<file path="src/include/id_params.svh">
// Widths, major opcodes and funct codes of the decode stage
`ifndef ID_PARAMS_SVH
`define ID_PARAMS_SVH

// Datapath and register index widths
`define ID_XLEN        32
`define ID_RADDR_W     5

// Major opcodes of the supported RV32I subset
`define ID_OPC_OP      7'b0110011
`define ID_OPC_OP_IMM  7'b0010011
`define ID_OPC_LUI     7'b0110111
`define ID_OPC_AUIPC   7'b0010111
`define ID_OPC_JAL     7'b1101111
`define ID_OPC_BRANCH  7'b1100011
`define ID_OPC_LOAD    7'b0000011
`define ID_OPC_STORE   7'b0100011

// ALU funct3 and the alternate funct7 for SUB/SRA
`define ID_F3_ADD      3'b000
`define ID_F3_SLL      3'b001
`define ID_F3_SLT      3'b010
`define ID_F3_SLTU     3'b011
`define ID_F3_XOR      3'b100
`define ID_F3_SR       3'b101
`define ID_F3_OR       3'b110
`define ID_F3_AND      3'b111
`define ID_F7_ALT      7'b0100000

// Branch compare funct3
`define ID_F3_BEQ      3'b000
`define ID_F3_BNE      3'b001
`define ID_F3_BLT      3'b100
`define ID_F3_BGE      3'b101
`define ID_F3_BLTU     3'b110
`define ID_F3_BGEU     3'b111

// Load/store size funct3, stores use the first three
`define ID_F3_LB       3'b000
`define ID_F3_LH       3'b001
`define ID_F3_LW       3'b010
`define ID_F3_LBU      3'b100
`define ID_F3_LHU      3'b101

`endif

</file>
<file path="src/hdl/id_pkg.sv">
// Control enums of the decode stage
// Instruction word union with one view per RV32I format
`include "id_params.svh"

package id_pkg;

  // ALU operation, compares drive the branch decision
  typedef enum logic [4:0] {
    ALU_ADD, ALU_SUB, ALU_XOR, ALU_OR, ALU_AND,
    ALU_SLL, ALU_SRL, ALU_SRA, ALU_SLT, ALU_SLTU,
    ALU_EQ, ALU_NE, ALU_LT, ALU_GE, ALU_LTU, ALU_GEU
  } alu_op_e;

  // Operand A source
  typedef enum logic [1:0] {
    OP_A_REG_A,
    OP_A_CURRPC,
    OP_A_ZERO
  } op_a_sel_e;

  // Operand B source
  typedef enum logic {
    OP_B_REG_B,
    OP_B_IMM
  } op_b_sel_e;

  // Immediate used on operand B
  typedef enum logic [2:0] {
    IMM_B_I, IMM_B_S, IMM_B_B, IMM_B_U, IMM_B_J,
    IMM_B_INCR_PC
  } imm_b_sel_e;

  // LSU access size, encoded as funct3[1:0] of word/half/byte reversed
  typedef enum logic [1:0] {
    LSU_WORD = 2'b00,
    LSU_HALF = 2'b01,
    LSU_BYTE = 2'b10
  } lsu_type_e;

  ////////////////////////////////
  // Instruction formats
  ////////////////////////////////

  typedef struct packed {
    logic [6:0]             funct7;
    logic [`ID_RADDR_W-1:0] rs2;
    logic [`ID_RADDR_W-1:0] rs1;
    logic [2:0]             funct3;
    logic [`ID_RADDR_W-1:0] rd;
    logic [6:0]             opcode;
  } r_fmt_t;

  typedef struct packed {
    logic [11:0]            imm11_0;
    logic [`ID_RADDR_W-1:0] rs1;
    logic [2:0]             funct3;
    logic [`ID_RADDR_W-1:0] rd;
    logic [6:0]             opcode;
  } i_fmt_t;

  typedef struct packed {
    logic [6:0]             imm11_5;
    logic [`ID_RADDR_W-1:0] rs2;
    logic [`ID_RADDR_W-1:0] rs1;
    logic [2:0]             funct3;
    logic [4:0]             imm4_0;
    logic [6:0]             opcode;
  } s_fmt_t;

  // Scrambled branch offset, bit 0 is implicit
  typedef struct packed {
    logic                   imm12;
    logic [5:0]             imm10_5;
    logic [`ID_RADDR_W-1:0] rs2;
    logic [`ID_RADDR_W-1:0] rs1;
    logic [2:0]             funct3;
    logic [3:0]             imm4_1;
    logic                   imm11;
    logic [6:0]             opcode;
  } b_fmt_t;

  typedef struct packed {
    logic [19:0]            imm31_12;
    logic [`ID_RADDR_W-1:0] rd;
    logic [6:0]             opcode;
  } u_fmt_t;

  typedef struct packed {
    logic                   imm20;
    logic [9:0]             imm10_1;
    logic                   imm11;
    logic [7:0]             imm19_12;
    logic [`ID_RADDR_W-1:0] rd;
    logic [6:0]             opcode;
  } j_fmt_t;

  // Same 32 bits, read in every format
  typedef union packed {
    r_fmt_t r;
    i_fmt_t i;
    s_fmt_t s;
    b_fmt_t b;
    u_fmt_t u;
    j_fmt_t j;
  } instr_u;

endpackage

</file>
<file path="src/hdl/id_dec_if.sv">
// Decoded control from the decoder to the FSM and the operand mux
`timescale 1ns/1ns
`include "id_params.svh"

interface id_dec_if;

  // Sequencing and gating control
  logic lsu_req_dec;
  logic branch_in_dec;
  logic jump_in_dec;
  logic rf_we_dec;
  logic illegal_dec;

  // Operand selection
  id_pkg::op_a_sel_e  op_a_sel;
  id_pkg::op_b_sel_e  op_b_sel;
  id_pkg::imm_b_sel_e imm_b_sel;

  // Sign-extended immediates
  logic [`ID_XLEN-1:0] imm_i;
  logic [`ID_XLEN-1:0] imm_s;
  logic [`ID_XLEN-1:0] imm_b;
  logic [`ID_XLEN-1:0] imm_u;
  logic [`ID_XLEN-1:0] imm_j;

  modport decoder (
    output lsu_req_dec, branch_in_dec, jump_in_dec, rf_we_dec, illegal_dec,
    output op_a_sel, op_b_sel, imm_b_sel,
    output imm_i, imm_s, imm_b, imm_u, imm_j
  );

  modport fsm (
    input lsu_req_dec, branch_in_dec, jump_in_dec, rf_we_dec, illegal_dec
  );

  modport operand (
    input op_a_sel, op_b_sel, imm_b_sel,
    input imm_i, imm_s, imm_b, imm_u, imm_j
  );

endinterface

</file>
<file path="src/hdl/id_decoder.sv">
// RV32I subset decoder: opcode and funct decode, immediates,
// register addresses, LSU attributes and illegal detection
`timescale 1ns/1ns
`include "id_params.svh"

module id_decoder (
  input  id_pkg::instr_u          instr_rdata_i,
  input  logic                    instr_first_cycle_i,
  output logic [`ID_RADDR_W-1:0]  rf_raddr_a_o,
  output logic [`ID_RADDR_W-1:0]  rf_raddr_b_o,
  output logic [`ID_RADDR_W-1:0]  rf_waddr_o,
  output id_pkg::alu_op_e         alu_operator_o,
  output logic                    lsu_we_o,
  output logic                    lsu_sign_ext_o,
  output id_pkg::lsu_type_e       lsu_type_o,
  id_dec_if.decoder               dec
);

  logic [6:0] opcode;
  logic [2:0] funct3;
  logic [6:0] funct7;

  assign opcode = instr_rdata_i.r.opcode;
  assign funct3 = instr_rdata_i.r.funct3;
  assign funct7 = instr_rdata_i.r.funct7;

  // Register fields sit at fixed positions in every format
  assign rf_raddr_a_o = instr_rdata_i.r.rs1;
  assign rf_raddr_b_o = instr_rdata_i.r.rs2;
  assign rf_waddr_o   = instr_rdata_i.r.rd;

  ////////////////////////////////
  // Immediates
  ////////////////////////////////

  assign dec.imm_i = {{20{instr_rdata_i.i.imm11_0[11]}}, instr_rdata_i.i.imm11_0};
  assign dec.imm_s = {{20{instr_rdata_i.s.imm11_5[6]}}, instr_rdata_i.s.imm11_5,
                      instr_rdata_i.s.imm4_0};
  assign dec.imm_b = {{19{instr_rdata_i.b.imm12}}, instr_rdata_i.b.imm12,
                      instr_rdata_i.b.imm11, instr_rdata_i.b.imm10_5,
                      instr_rdata_i.b.imm4_1, 1'b0};
  assign dec.imm_u = {instr_rdata_i.u.imm31_12, 12'b0};
  assign dec.imm_j = {{11{instr_rdata_i.j.imm20}}, instr_rdata_i.j.imm20,
                      instr_rdata_i.j.imm19_12, instr_rdata_i.j.imm11,
                      instr_rdata_i.j.imm10_1, 1'b0};

  ////////////////////////////////
  // Control decode
  ////////////////////////////////

  always_comb begin
    // Defaults: register-register add, no side effects
    dec.lsu_req_dec   = 1'b0;
    dec.branch_in_dec = 1'b0;
    dec.jump_in_dec   = 1'b0;
    dec.rf_we_dec     = 1'b0;
    dec.illegal_dec   = 1'b0;
    dec.op_a_sel      = id_pkg::OP_A_REG_A;
    dec.op_b_sel      = id_pkg::OP_B_REG_B;
    dec.imm_b_sel     = id_pkg::IMM_B_I;
    alu_operator_o    = id_pkg::ALU_ADD;
    lsu_we_o          = 1'b0;
    lsu_sign_ext_o    = 1'b0;
    lsu_type_o        = id_pkg::LSU_WORD;

    case (opcode)
      `ID_OPC_OP: begin
        dec.rf_we_dec = 1'b1;
        case ({funct7, funct3})
          {7'b0, `ID_F3_ADD}:       alu_operator_o = id_pkg::ALU_ADD;
          {`ID_F7_ALT, `ID_F3_ADD}: alu_operator_o = id_pkg::ALU_SUB;
          {7'b0, `ID_F3_SLL}:       alu_operator_o = id_pkg::ALU_SLL;
          {7'b0, `ID_F3_SLT}:       alu_operator_o = id_pkg::ALU_SLT;
          {7'b0, `ID_F3_SLTU}:      alu_operator_o = id_pkg::ALU_SLTU;
          {7'b0, `ID_F3_XOR}:       alu_operator_o = id_pkg::ALU_XOR;
          {7'b0, `ID_F3_SR}:        alu_operator_o = id_pkg::ALU_SRL;
          {`ID_F7_ALT, `ID_F3_SR}:  alu_operator_o = id_pkg::ALU_SRA;
          {7'b0, `ID_F3_OR}:        alu_operator_o = id_pkg::ALU_OR;
          {7'b0, `ID_F3_AND}:       alu_operator_o = id_pkg::ALU_AND;
          default:                  dec.illegal_dec = 1'b1;
        endcase
      end

      `ID_OPC_OP_IMM: begin
        dec.rf_we_dec = 1'b1;
        dec.op_b_sel  = id_pkg::OP_B_IMM;
        case (funct3)
          `ID_F3_ADD:  alu_operator_o = id_pkg::ALU_ADD;
          `ID_F3_SLT:  alu_operator_o = id_pkg::ALU_SLT;
          `ID_F3_SLTU: alu_operator_o = id_pkg::ALU_SLTU;
          `ID_F3_XOR:  alu_operator_o = id_pkg::ALU_XOR;
          `ID_F3_OR:   alu_operator_o = id_pkg::ALU_OR;
          `ID_F3_AND:  alu_operator_o = id_pkg::ALU_AND;
          `ID_F3_SLL: begin
            alu_operator_o  = id_pkg::ALU_SLL;
            dec.illegal_dec = (funct7 != 7'b0);
          end
          default: begin
            // Shift right, imm[10] picks arithmetic
            alu_operator_o  = (funct7 == `ID_F7_ALT) ? id_pkg::ALU_SRA : id_pkg::ALU_SRL;
            dec.illegal_dec = (funct7 != 7'b0) && (funct7 != `ID_F7_ALT);
          end
        endcase
      end

      `ID_OPC_LUI: begin
        dec.rf_we_dec = 1'b1;
        dec.op_a_sel  = id_pkg::OP_A_ZERO;
        dec.op_b_sel  = id_pkg::OP_B_IMM;
        dec.imm_b_sel = id_pkg::IMM_B_U;
      end

      `ID_OPC_AUIPC: begin
        dec.rf_we_dec = 1'b1;
        dec.op_a_sel  = id_pkg::OP_A_CURRPC;
        dec.op_b_sel  = id_pkg::OP_B_IMM;
        dec.imm_b_sel = id_pkg::IMM_B_U;
      end

      `ID_OPC_JAL: begin
        // Target first, then the link value PC + 4
        dec.jump_in_dec = 1'b1;
        dec.rf_we_dec   = 1'b1;
        dec.op_a_sel    = id_pkg::OP_A_CURRPC;
        dec.op_b_sel    = id_pkg::OP_B_IMM;
        dec.imm_b_sel   = instr_first_cycle_i ? id_pkg::IMM_B_J : id_pkg::IMM_B_INCR_PC;
      end

      `ID_OPC_BRANCH: begin
        dec.branch_in_dec = 1'b1;
        if (instr_first_cycle_i) begin
          // Condition from a register compare
          case (funct3)
            `ID_F3_BEQ:  alu_operator_o = id_pkg::ALU_EQ;
            `ID_F3_BNE:  alu_operator_o = id_pkg::ALU_NE;
            `ID_F3_BLT:  alu_operator_o = id_pkg::ALU_LT;
            `ID_F3_BGE:  alu_operator_o = id_pkg::ALU_GE;
            `ID_F3_BLTU: alu_operator_o = id_pkg::ALU_LTU;
            `ID_F3_BGEU: alu_operator_o = id_pkg::ALU_GEU;
            default:     dec.illegal_dec = 1'b1;
          endcase
        end else begin
          // Target cycle, PC plus B offset
          dec.op_a_sel  = id_pkg::OP_A_CURRPC;
          dec.op_b_sel  = id_pkg::OP_B_IMM;
          dec.imm_b_sel = id_pkg::IMM_B_B;
        end
      end

      `ID_OPC_LOAD: begin
        dec.lsu_req_dec = 1'b1;
        dec.rf_we_dec   = 1'b1;
        dec.op_b_sel    = id_pkg::OP_B_IMM;
        lsu_sign_ext_o  = ~funct3[2];
        case (funct3)
          `ID_F3_LB, `ID_F3_LBU: lsu_type_o = id_pkg::LSU_BYTE;
          `ID_F3_LH, `ID_F3_LHU: lsu_type_o = id_pkg::LSU_HALF;
          `ID_F3_LW:             lsu_type_o = id_pkg::LSU_WORD;
          default:               dec.illegal_dec = 1'b1;
        endcase
      end

      `ID_OPC_STORE: begin
        dec.lsu_req_dec = 1'b1;
        dec.op_b_sel    = id_pkg::OP_B_IMM;
        dec.imm_b_sel   = id_pkg::IMM_B_S;
        lsu_we_o        = 1'b1;
        case (funct3)
          `ID_F3_LB: lsu_type_o = id_pkg::LSU_BYTE;
          `ID_F3_LH: lsu_type_o = id_pkg::LSU_HALF;
          `ID_F3_LW: lsu_type_o = id_pkg::LSU_WORD;
          default:   dec.illegal_dec = 1'b1;
        endcase
      end

      default: dec.illegal_dec = 1'b1;
    endcase
  end

endmodule

</file>
<file path="src/hdl/id_operand_mux.sv">
// ALU operand selection and the immediate mux for operand B
`timescale 1ns/1ns
`include "id_params.svh"

module id_operand_mux (
  input  logic [`ID_XLEN-1:0] pc_id_i,
  input  logic [`ID_XLEN-1:0] rf_rdata_a_i,
  input  logic [`ID_XLEN-1:0] rf_rdata_b_i,
  id_dec_if.operand           opr,
  output logic [`ID_XLEN-1:0] alu_operand_a_o,
  output logic [`ID_XLEN-1:0] alu_operand_b_o
);

  logic [`ID_XLEN-1:0] imm_b;

  ////////////////////////////////
  // Immediate for operand B
  ////////////////////////////////

  always_comb begin
    case (opr.imm_b_sel)
      id_pkg::IMM_B_I:       imm_b = opr.imm_i;
      id_pkg::IMM_B_S:       imm_b = opr.imm_s;
      id_pkg::IMM_B_B:       imm_b = opr.imm_b;
      id_pkg::IMM_B_U:       imm_b = opr.imm_u;
      id_pkg::IMM_B_J:       imm_b = opr.imm_j;
      // Link value, no compressed instructions
      default:               imm_b = `ID_XLEN'd4;
    endcase
  end

  // Operand A: register, current PC or zero for LUI
  always_comb begin
    case (opr.op_a_sel)
      id_pkg::OP_A_REG_A:  alu_operand_a_o = rf_rdata_a_i;
      id_pkg::OP_A_CURRPC: alu_operand_a_o = pc_id_i;
      default:             alu_operand_a_o = '0;
    endcase
  end

  // Operand B: register or immediate
  assign alu_operand_b_o = (opr.op_b_sel == id_pkg::OP_B_IMM) ? imm_b : rf_rdata_b_i;

endmodule

</file>
<file path="src/hdl/id_exec_fsm.sv">
// First/multi-cycle execute FSM with stall generation,
// registered branch set and write/request gating
`timescale 1ns/1ns

module id_exec_fsm (
  input  logic clk_i,
  input  logic rst_ni,
  input  logic instr_valid_i,
  input  logic branch_decision_i,
  input  logic lsu_resp_valid_i,
  id_dec_if.fsm ctl,
  output logic instr_first_cycle_o,
  output logic rf_we_o,
  output logic lsu_req_o,
  output logic pc_set_o,
  output logic instr_done_o
);

  typedef enum logic { FIRST_CYCLE, MULTI_CYCLE } id_fsm_e;

  id_fsm_e state_q, state_d;
  logic    branch_set_q, branch_set_d;
  logic    jump_set;
  logic    stall_mem, stall_branch, stall_jump;
  logic    legal_valid;

  assign legal_valid         = instr_valid_i & ~ctl.illegal_dec;
  assign instr_first_cycle_o = instr_valid_i & (state_q == FIRST_CYCLE);

  always_ff @(posedge clk_i or negedge rst_ni) begin
    if (!rst_ni) begin
      state_q      <= FIRST_CYCLE;
      branch_set_q <= 1'b0;
    end else begin
      state_q      <= state_d;
      branch_set_q <= branch_set_d;
    end
  end

  ////////////////////////////////
  // Next state and stalls
  ////////////////////////////////

  always_comb begin
    state_d      = state_q;
    branch_set_d = 1'b0;
    jump_set     = 1'b0;
    stall_mem    = 1'b0;
    stall_branch = 1'b0;
    stall_jump   = 1'b0;

    // Illegal instructions complete at once
    if (legal_valid) begin
      case (state_q)
        FIRST_CYCLE: begin
          case (1'b1)
            ctl.lsu_req_dec: begin
              // Request now, response at the earliest next cycle
              state_d   = MULTI_CYCLE;
              stall_mem = 1'b1;
            end
            ctl.branch_in_dec: begin
              // Taken branch computes its target next cycle
              state_d      = branch_decision_i ? MULTI_CYCLE : FIRST_CYCLE;
              stall_branch = branch_decision_i;
              branch_set_d = branch_decision_i;
            end
            ctl.jump_in_dec: begin
              state_d    = MULTI_CYCLE;
              stall_jump = 1'b1;
              jump_set   = 1'b1;
            end
            default: state_d = FIRST_CYCLE;
          endcase
        end
        MULTI_CYCLE: begin
          // Hold until the LSU answers, branch and jump finish here
          if (ctl.lsu_req_dec && !lsu_resp_valid_i) begin
            stall_mem = 1'b1;
          end else begin
            state_d = FIRST_CYCLE;
          end
        end
        default: state_d = FIRST_CYCLE;
      endcase
    end
  end

  ////////////////////////////////
  // Output gating
  ////////////////////////////////

  assign instr_done_o = instr_valid_i & ~(stall_mem | stall_branch | stall_jump);

  // Write only on completion, so a jump's first cycle never writes
  assign rf_we_o   = instr_done_o & ctl.rf_we_dec & ~ctl.illegal_dec;
  assign lsu_req_o = legal_valid & (state_q == FIRST_CYCLE) & ctl.lsu_req_dec;

  // Jump sets in cycle 1, a taken branch from the register in cycle 2
  assign pc_set_o  = instr_valid_i & (jump_set | branch_set_q);

endmodule

</file>
<file path="src/hdl/id_stage.sv">
// Decode and execute-control stage top level
// Decoder, execute FSM and operand mux joined by the decode interface
`timescale 1ns/1ns
`include "id_params.svh"

module id_stage (
  input  logic                    clk_i,
  input  logic                    rst_ni,

  // Fetch register
  input  logic                    instr_valid_i,
  input  logic [31:0]             instr_rdata_i,
  input  logic [`ID_XLEN-1:0]     pc_id_i,

  // Execute feedback
  input  logic                    branch_decision_i,
  input  logic                    lsu_resp_valid_i,

  // Register file read data
  input  logic [`ID_XLEN-1:0]     rf_rdata_a_i,
  input  logic [`ID_XLEN-1:0]     rf_rdata_b_i,

  output logic                    illegal_insn_o,

  // Register file addresses and write enable
  output logic [`ID_RADDR_W-1:0]  rf_raddr_a_o,
  output logic [`ID_RADDR_W-1:0]  rf_raddr_b_o,
  output logic [`ID_RADDR_W-1:0]  rf_waddr_o,
  output logic                    rf_we_o,

  // ALU
  output id_pkg::alu_op_e         alu_operator_o,
  output logic [`ID_XLEN-1:0]     alu_operand_a_o,
  output logic [`ID_XLEN-1:0]     alu_operand_b_o,

  // LSU
  output logic                    lsu_req_o,
  output logic                    lsu_we_o,
  output id_pkg::lsu_type_e       lsu_type_o,
  output logic                    lsu_sign_ext_o,
  output logic [`ID_XLEN-1:0]     lsu_wdata_o,

  // Fetch control and retire
  output logic                    pc_set_o,
  output logic                    instr_done_o
);

  id_pkg::instr_u instr;
  logic           instr_first_cycle;

  id_dec_if dec_if ();

  // One word, decoded through every format view
  assign instr = id_pkg::instr_u'(instr_rdata_i);

  id_decoder u_decoder (
    .instr_rdata_i       (instr),
    .instr_first_cycle_i (instr_first_cycle),
    .rf_raddr_a_o        (rf_raddr_a_o),
    .rf_raddr_b_o        (rf_raddr_b_o),
    .rf_waddr_o          (rf_waddr_o),
    .alu_operator_o      (alu_operator_o),
    .lsu_we_o            (lsu_we_o),
    .lsu_sign_ext_o      (lsu_sign_ext_o),
    .lsu_type_o          (lsu_type_o),
    .dec                 (dec_if.decoder)
  );

  id_operand_mux u_operand_mux (
    .pc_id_i         (pc_id_i),
    .rf_rdata_a_i    (rf_rdata_a_i),
    .rf_rdata_b_i    (rf_rdata_b_i),
    .opr             (dec_if.operand),
    .alu_operand_a_o (alu_operand_a_o),
    .alu_operand_b_o (alu_operand_b_o)
  );

  id_exec_fsm u_exec_fsm (
    .clk_i               (clk_i),
    .rst_ni              (rst_ni),
    .instr_valid_i       (instr_valid_i),
    .branch_decision_i   (branch_decision_i),
    .lsu_resp_valid_i    (lsu_resp_valid_i),
    .ctl                 (dec_if.fsm),
    .instr_first_cycle_o (instr_first_cycle),
    .rf_we_o             (rf_we_o),
    .lsu_req_o           (lsu_req_o),
    .pc_set_o            (pc_set_o),
    .instr_done_o        (instr_done_o)
  );

  // Store data comes straight from register B
  assign lsu_wdata_o    = rf_rdata_b_i;
  assign illegal_insn_o = instr_valid_i & dec_if.illegal_dec;

endmodule

</file>
<file path="config.mk">
export PLATFORM = sky130hd
export DESIGN_NAME = id_stage
export DESIGN_NICKNAME = d
export VERILOG_FILES = /design/src/hdl/id_pkg.sv /design/src/hdl/id_dec_if.sv /design/src/hdl/id_decoder.sv /design/src/hdl/id_operand_mux.sv /design/src/hdl/id_exec_fsm.sv /design/src/hdl/id_stage.sv
export VERILOG_INCLUDE_DIRS = /design/src /design/src/include
export SDC_FILE = /design/constraint.sdc
export NUM_CORES = 1
export LEC_CHECK = 0
export BUFFER_PORTS_ARGS = -buffer_cell sky130_fd_sc_hd__buf_4
export CELL_PAD_IN_SITES_DETAIL_PLACEMENT = 0
export CELL_PAD_IN_SITES_GLOBAL_PLACEMENT = 1
export CORE_MARGIN = 2
export CORE_UTILIZATION = 31
export DETAILED_ROUTE_END_ITERATION = 10
export PLACE_DENSITY = 0.91
export SLEW_MARGIN = 20
export SYNTH_ARGS = -nofsm -noshare
export SYNTH_HDL_FRONTEND = slang
export SYNTH_HIERARCHICAL = 1
export SYNTH_SLANG_ARGS = --single-unit
</file>
<file path="constraint.sdc">
create_clock -name clk_i -period 2.55 [get_ports clk_i]
set_clock_uncertainty 0.05 [all_clocks]
set_input_delay 0.1275 -clock clk_i [delete_from_list [all_inputs] [get_ports clk_i]]
set_output_delay 0.1275 -clock clk_i [all_outputs]
set_load 0.005 [all_outputs]
</file>
==> tab_implementation.tex <==
\begin{tabular}{lr}
\hline
Metric & Value \\
\hline
\multicolumn{2}{l}{\textbf{Synth}} \\
\quad Top cells by area, synth & sky130\_fd\_sc\_hd\_\_buf\_4 (36\%), sky130\_fd\_sc\_hd\_\_mux2i\_1 (14\%), sky130\_fd\_sc\_hd\_\_mux2\_2 (7.9\%) \\
\quad Number of register bits inferred by synthesis & 2 \\
\quad Number of instances in the synthesized netlist & 597 \\
\quad Mean cell area of the mapped netlist & around 7.4 µm² \\
\quad Number of distinct library cells after synthesis & 53 \\
\quad Portion of the post-synthesis area used by sequential elements & 0.0114 \\
\quad Dominant synthesized flop cell & sky130\_fd\_sc\_hd\_\_dfrtp\_1 \\
\quad Area leader, netlist & sky130\_fd\_sc\_hd\_\_buf\_4 \\
\quad Async set-or-reset flop fraction in the synthesized netlist & 1.00 \\
\quad Cell Area, Synth & around 4400 µm² \\
\quad Post-synth EDFFs & 0 \\
\quad Synth top area share & 0.360 \\
\quad Total of warnings raised by yosys & 6 \\
\multicolumn{2}{l}{\textbf{Power}} \\
\quad Sequential fraction of design power & 0.036 \\
\quad Tot Pwr & about 0.93 mW \\
\quad Switching component of the power & between 0.3 and 0.4 mW \\
\quad Areal power density over the cells & approximately 170 nW/µm² \\
\quad Design internal power & 0.623 mW \\
\quad Maximum vdd drop & 201 µV \\
\quad Power share of the combinational group & 0.711 \\
\quad Switching power share of the total & 0.330 \\
\quad Leakage power figure & approximately 2.3 nW \\
\quad Part of the total power dissipated in the clock network & 0.253 \\
\multicolumn{2}{l}{\textbf{Worst setup path}} \\
\quad Crit path DAT & $\sim$2.4 ns \\
\quad Required time at the worst-slack endpoint & roughly 2.4 ns \\
\quad Worst Setup End Kind & output pin \\
\quad CP max FO & 3 \\
\quad Critical Path Start Type & input port \\
\quad Kind of critical path & input port to output pin \\
\multicolumn{2}{l}{\textbf{Routing}} \\
\quad Remaining antenna violation count & 0 \\
\quad Routed length per instance & 15.9 µm \\
\quad First DRT Iteration DRCs & between 150 and 200 \\
\quad Post-detailed-routing wire length & 13400 µm \\
\quad Number of vias after detailed routing & 4089 \\
\quad DRC errors left & 0 \\
\quad Via/cell ratio & just under 5 \\
\quad DR pass1 iterations & 4 \\
\multicolumn{2}{l}{\textbf{Timing}} \\
\quad Shortest clock period the worst path allows after layout & between 2 and 3 ns \\
\quad Final hold violations & 0 \\
\quad Setup repair after global routing missed its margin & true \\
\quad Number of failing setup endpoints in the final timing report & 2 \\
\quad Share of the clock period used by the worst path after layout & 1.01 \\
\quad Fmax & 388 MHz \\
\quad Slew HR & 0.585 \\
\quad Final total negative setup slack & -0.0348 ns \\
\quad Transition time of the tightest slew-check pin & between 0.6 and 0.7 ns \\
\quad Worst setup margin & -0.0249 ns \\
\quad Worst Hold Margin & 0.178 ns \\
\quad Slew Viols, Final & 0 \\
\multicolumn{2}{l}{\textbf{Placed design}} \\
\quad Count of placed standard cells including taps & roughly 830 \\
\quad Post-DP HPWL & 10600 µm \\
\quad Weighted congestion at the end of routability-driven global placement & about 0.9 \\
\quad Placed Area & $\sim$5200 µm² \\
\quad DP Worst Slack & -0.164 ns \\
\quad Port buffer count & 256 \\
\multicolumn{2}{l}{\textbf{CTS}} \\
\quad CTS Buf Count & 3 \\
\quad Number of sinks handled by clock tree synthesis & 2 \\
\quad \# H-tree levels & 1 \\
\quad Deepest clock path buffer count & 2 \\
\quad Clock latency on the worst-skew pair & 0.22 ns \\
\quad Clock root buffer master & sky130\_fd\_sc\_hd\_\_clkbuf\_16 \\
\quad Clock tree from TritonCTS & done \\
\quad Clk slew on worst S/H paths & approximately 0.030 ns \\
\multicolumn{2}{l}{\textbf{Floorplanning}} \\
\quad I/O pin count & between 200 and 300 \\
\quad \# rows & between 40 and 50 \\
\quad Starting utilization of the core area & 0.317 \\
\quad Die Wd & around 120 µm \\
\quad Core Region & between 10000 and 15000 µm² \\
\quad Die area & $\sim$15000 µm² \\
\quad Die H & approximately 120 µm \\
\multicolumn{2}{l}{\textbf{Global routing}} \\
\quad Wire length of the first global-routing pass & between 15000 and 20000 µm \\
\quad Routing usage on met3 & 0.0263 \\
\quad Initial antenna violation count & 0 \\
\quad Busiest layer in global routing & met2 \\
\quad Via count of the first global-routing pass & between 3000 and 4000 \\
\quad Met2 layer usage reported by global route & 0.323 \\
\quad Congestion Overflow GR & 0 \\
\quad Global-route total usage across every layer & 0.162 \\
\quad Largest net degree at the start of global routing & 73 \\
\quad Met1 demand-to-capacity share in global routing & 0.183 \\
\multicolumn{2}{l}{\textbf{Outcome}} \\
\quad Violated checks & setup timing \\
\quad Outcome & complete, but fails checks \\
\multicolumn{2}{l}{\textbf{Layout}} \\
\quad Highest-count cells in the layout ignoring fill and taps & sky130\_fd\_sc\_hd\_\_buf\_4 (283), sky130\_fd\_sc\_hd\_\_mux2i\_1 (62), sky130\_fd\_sc\_hd\_\_nor2\_1 (44) \\
\quad Number of standard cells in the final layout excluding fillers & around 840 \\
\quad Leading cell type in the layout, fill and taps excluded & sky130\_fd\_sc\_hd\_\_buf\_4 \\
\quad Number of fill cells & between 1000 and 1500 \\
\quad Count of inserted antenna diode cells & 0 \\
\quad Final Net Count & around 800 \\
\quad Post-Route Utilization & 0.392 \\
\quad Fin area & $\sim$5400 µm² \\
\quad Area added between synthesis and finish & 23.5\% \\
\quad Share of cells above drive strength 1 & 0.532 \\
\multicolumn{2}{l}{\textbf{Worst hold path}} \\
\quad Class of the tightest hold or removal check & input port to asynchronous set/reset pin \\
\multicolumn{2}{l}{\textbf{Flow run}} \\
\quad Number of maximum-capacitance violations & 0 \\
\hline
\end{tabular}
==> repair_timing <==
action                                  CTS  global route
hold buffers                              1             0
endpoints found under the setup margin   33            36
resized for setup                         7            17
pin swaps                                 8             5
buffers inserted                          3             4
endpoints found under the hold margin     2             0
gates cloned                              1             1
==> cell type report <==
cell class | count | area (µm²) | share of cell area
Multi-Input combinational cell | 349 | 2690 | 0.495
Inverter | 12 | 45.0 | 0.00829
Sequential cell | 2 | 51.3 | 0.00944
Timing Repair Buffer | 298 | 2350 | 0.432
Tap cell | 180 | 225 | 0.0414
Clock buffer | 3 | 75.1 | 0.0138
==> critical path, cell delays in order <==
cell	delay [ns]
sky130_fd_sc_hd__buf_6	0.09
sky130_fd_sc_hd__or4_4	0.56
sky130_fd_sc_hd__or3_1	0.33
sky130_fd_sc_hd__o211ai_1	0.18
sky130_fd_sc_hd__nand4_1	0.19
sky130_fd_sc_hd__or3b_4	0.45
sky130_fd_sc_hd__o311ai_4	0.25
sky130_fd_sc_hd__nor4b_2	0.08
sky130_fd_sc_hd__buf_4	0.14
==> synthesized netlist by cell type (all sizes together) (2+ instances only) <==
master and instances:
a21oi 5, a22oi 32, a32oi 2, and2 4, buf 229, clkbuf 19
dfrtp 2, inv 12, mux2 31, mux2i 62, nand2 9, nand2b 36
nand3 5, nand3b 3, nand4 2, nor2 48, nor2b 5, nor3 11
nor3b 2, nor4 2, nor4bb 2, o211ai 3, o21ai 8, o221ai 33
o31a 2, or3 4, or3b 3, or4 2
==> worst paths after layout <==
kind,from,end,slack [ns],depth (start not counted)
setup / recovery,instr_rdata_i[28],rf_we_o,-0.02,9
hold / removal,rst_ni,u_exec_fsm/branch_set_q,0.18,2
setup reg to reg,u_exec_fsm/state_q,u_exec_fsm/state_q,0.38,8
hold reg to reg,u_exec_fsm/state_q,u_exec_fsm/state_q,0.63,2
max in group asynchronous,rst_ni,u_exec_fsm/state_q,2.17,2
min in group clk_i,branch_decision_i,u_exec_fsm/branch_set_q,0.21,3
==> flip-flops by register name, indices dropped and copies added, names as in the netlist <==
register                 count
u_exec_fsm/branch_set_q      1
u_exec_fsm/state_q           1
==> power by group through the flow <==
stage	clock network, mW	registers [mW]	logic, mW
3_5_place_dp	0	0.0336	0.653
2_1_floorplan	0	0.0333	0.450
5_1_grt	0.245	0.0337	0.727
3_3_place_gp	0	0.0335	0.648
4_1_cts	0.237	0.0334	0.662
6_report	0.235	0.0336	0.661
==> cells by family after synthesis <==
kind of cell | synth area share
flip-flops | 0.0114
other | 0.000852
multiplexers | 0.220
buffers and inverters | 0.410
AO/OA/AOI/OAI | 0.180
AND/OR/NAND/NOR | 0.178
==> routing by layer <==
metal	vias to the layer above	routed length, µm
li1	2049	-
met1	1855	4990
met2	183	7260
met3	2	1110
met4	0	29
met5	-	0
Note: power is estimated with default switching activity, not from simulation.
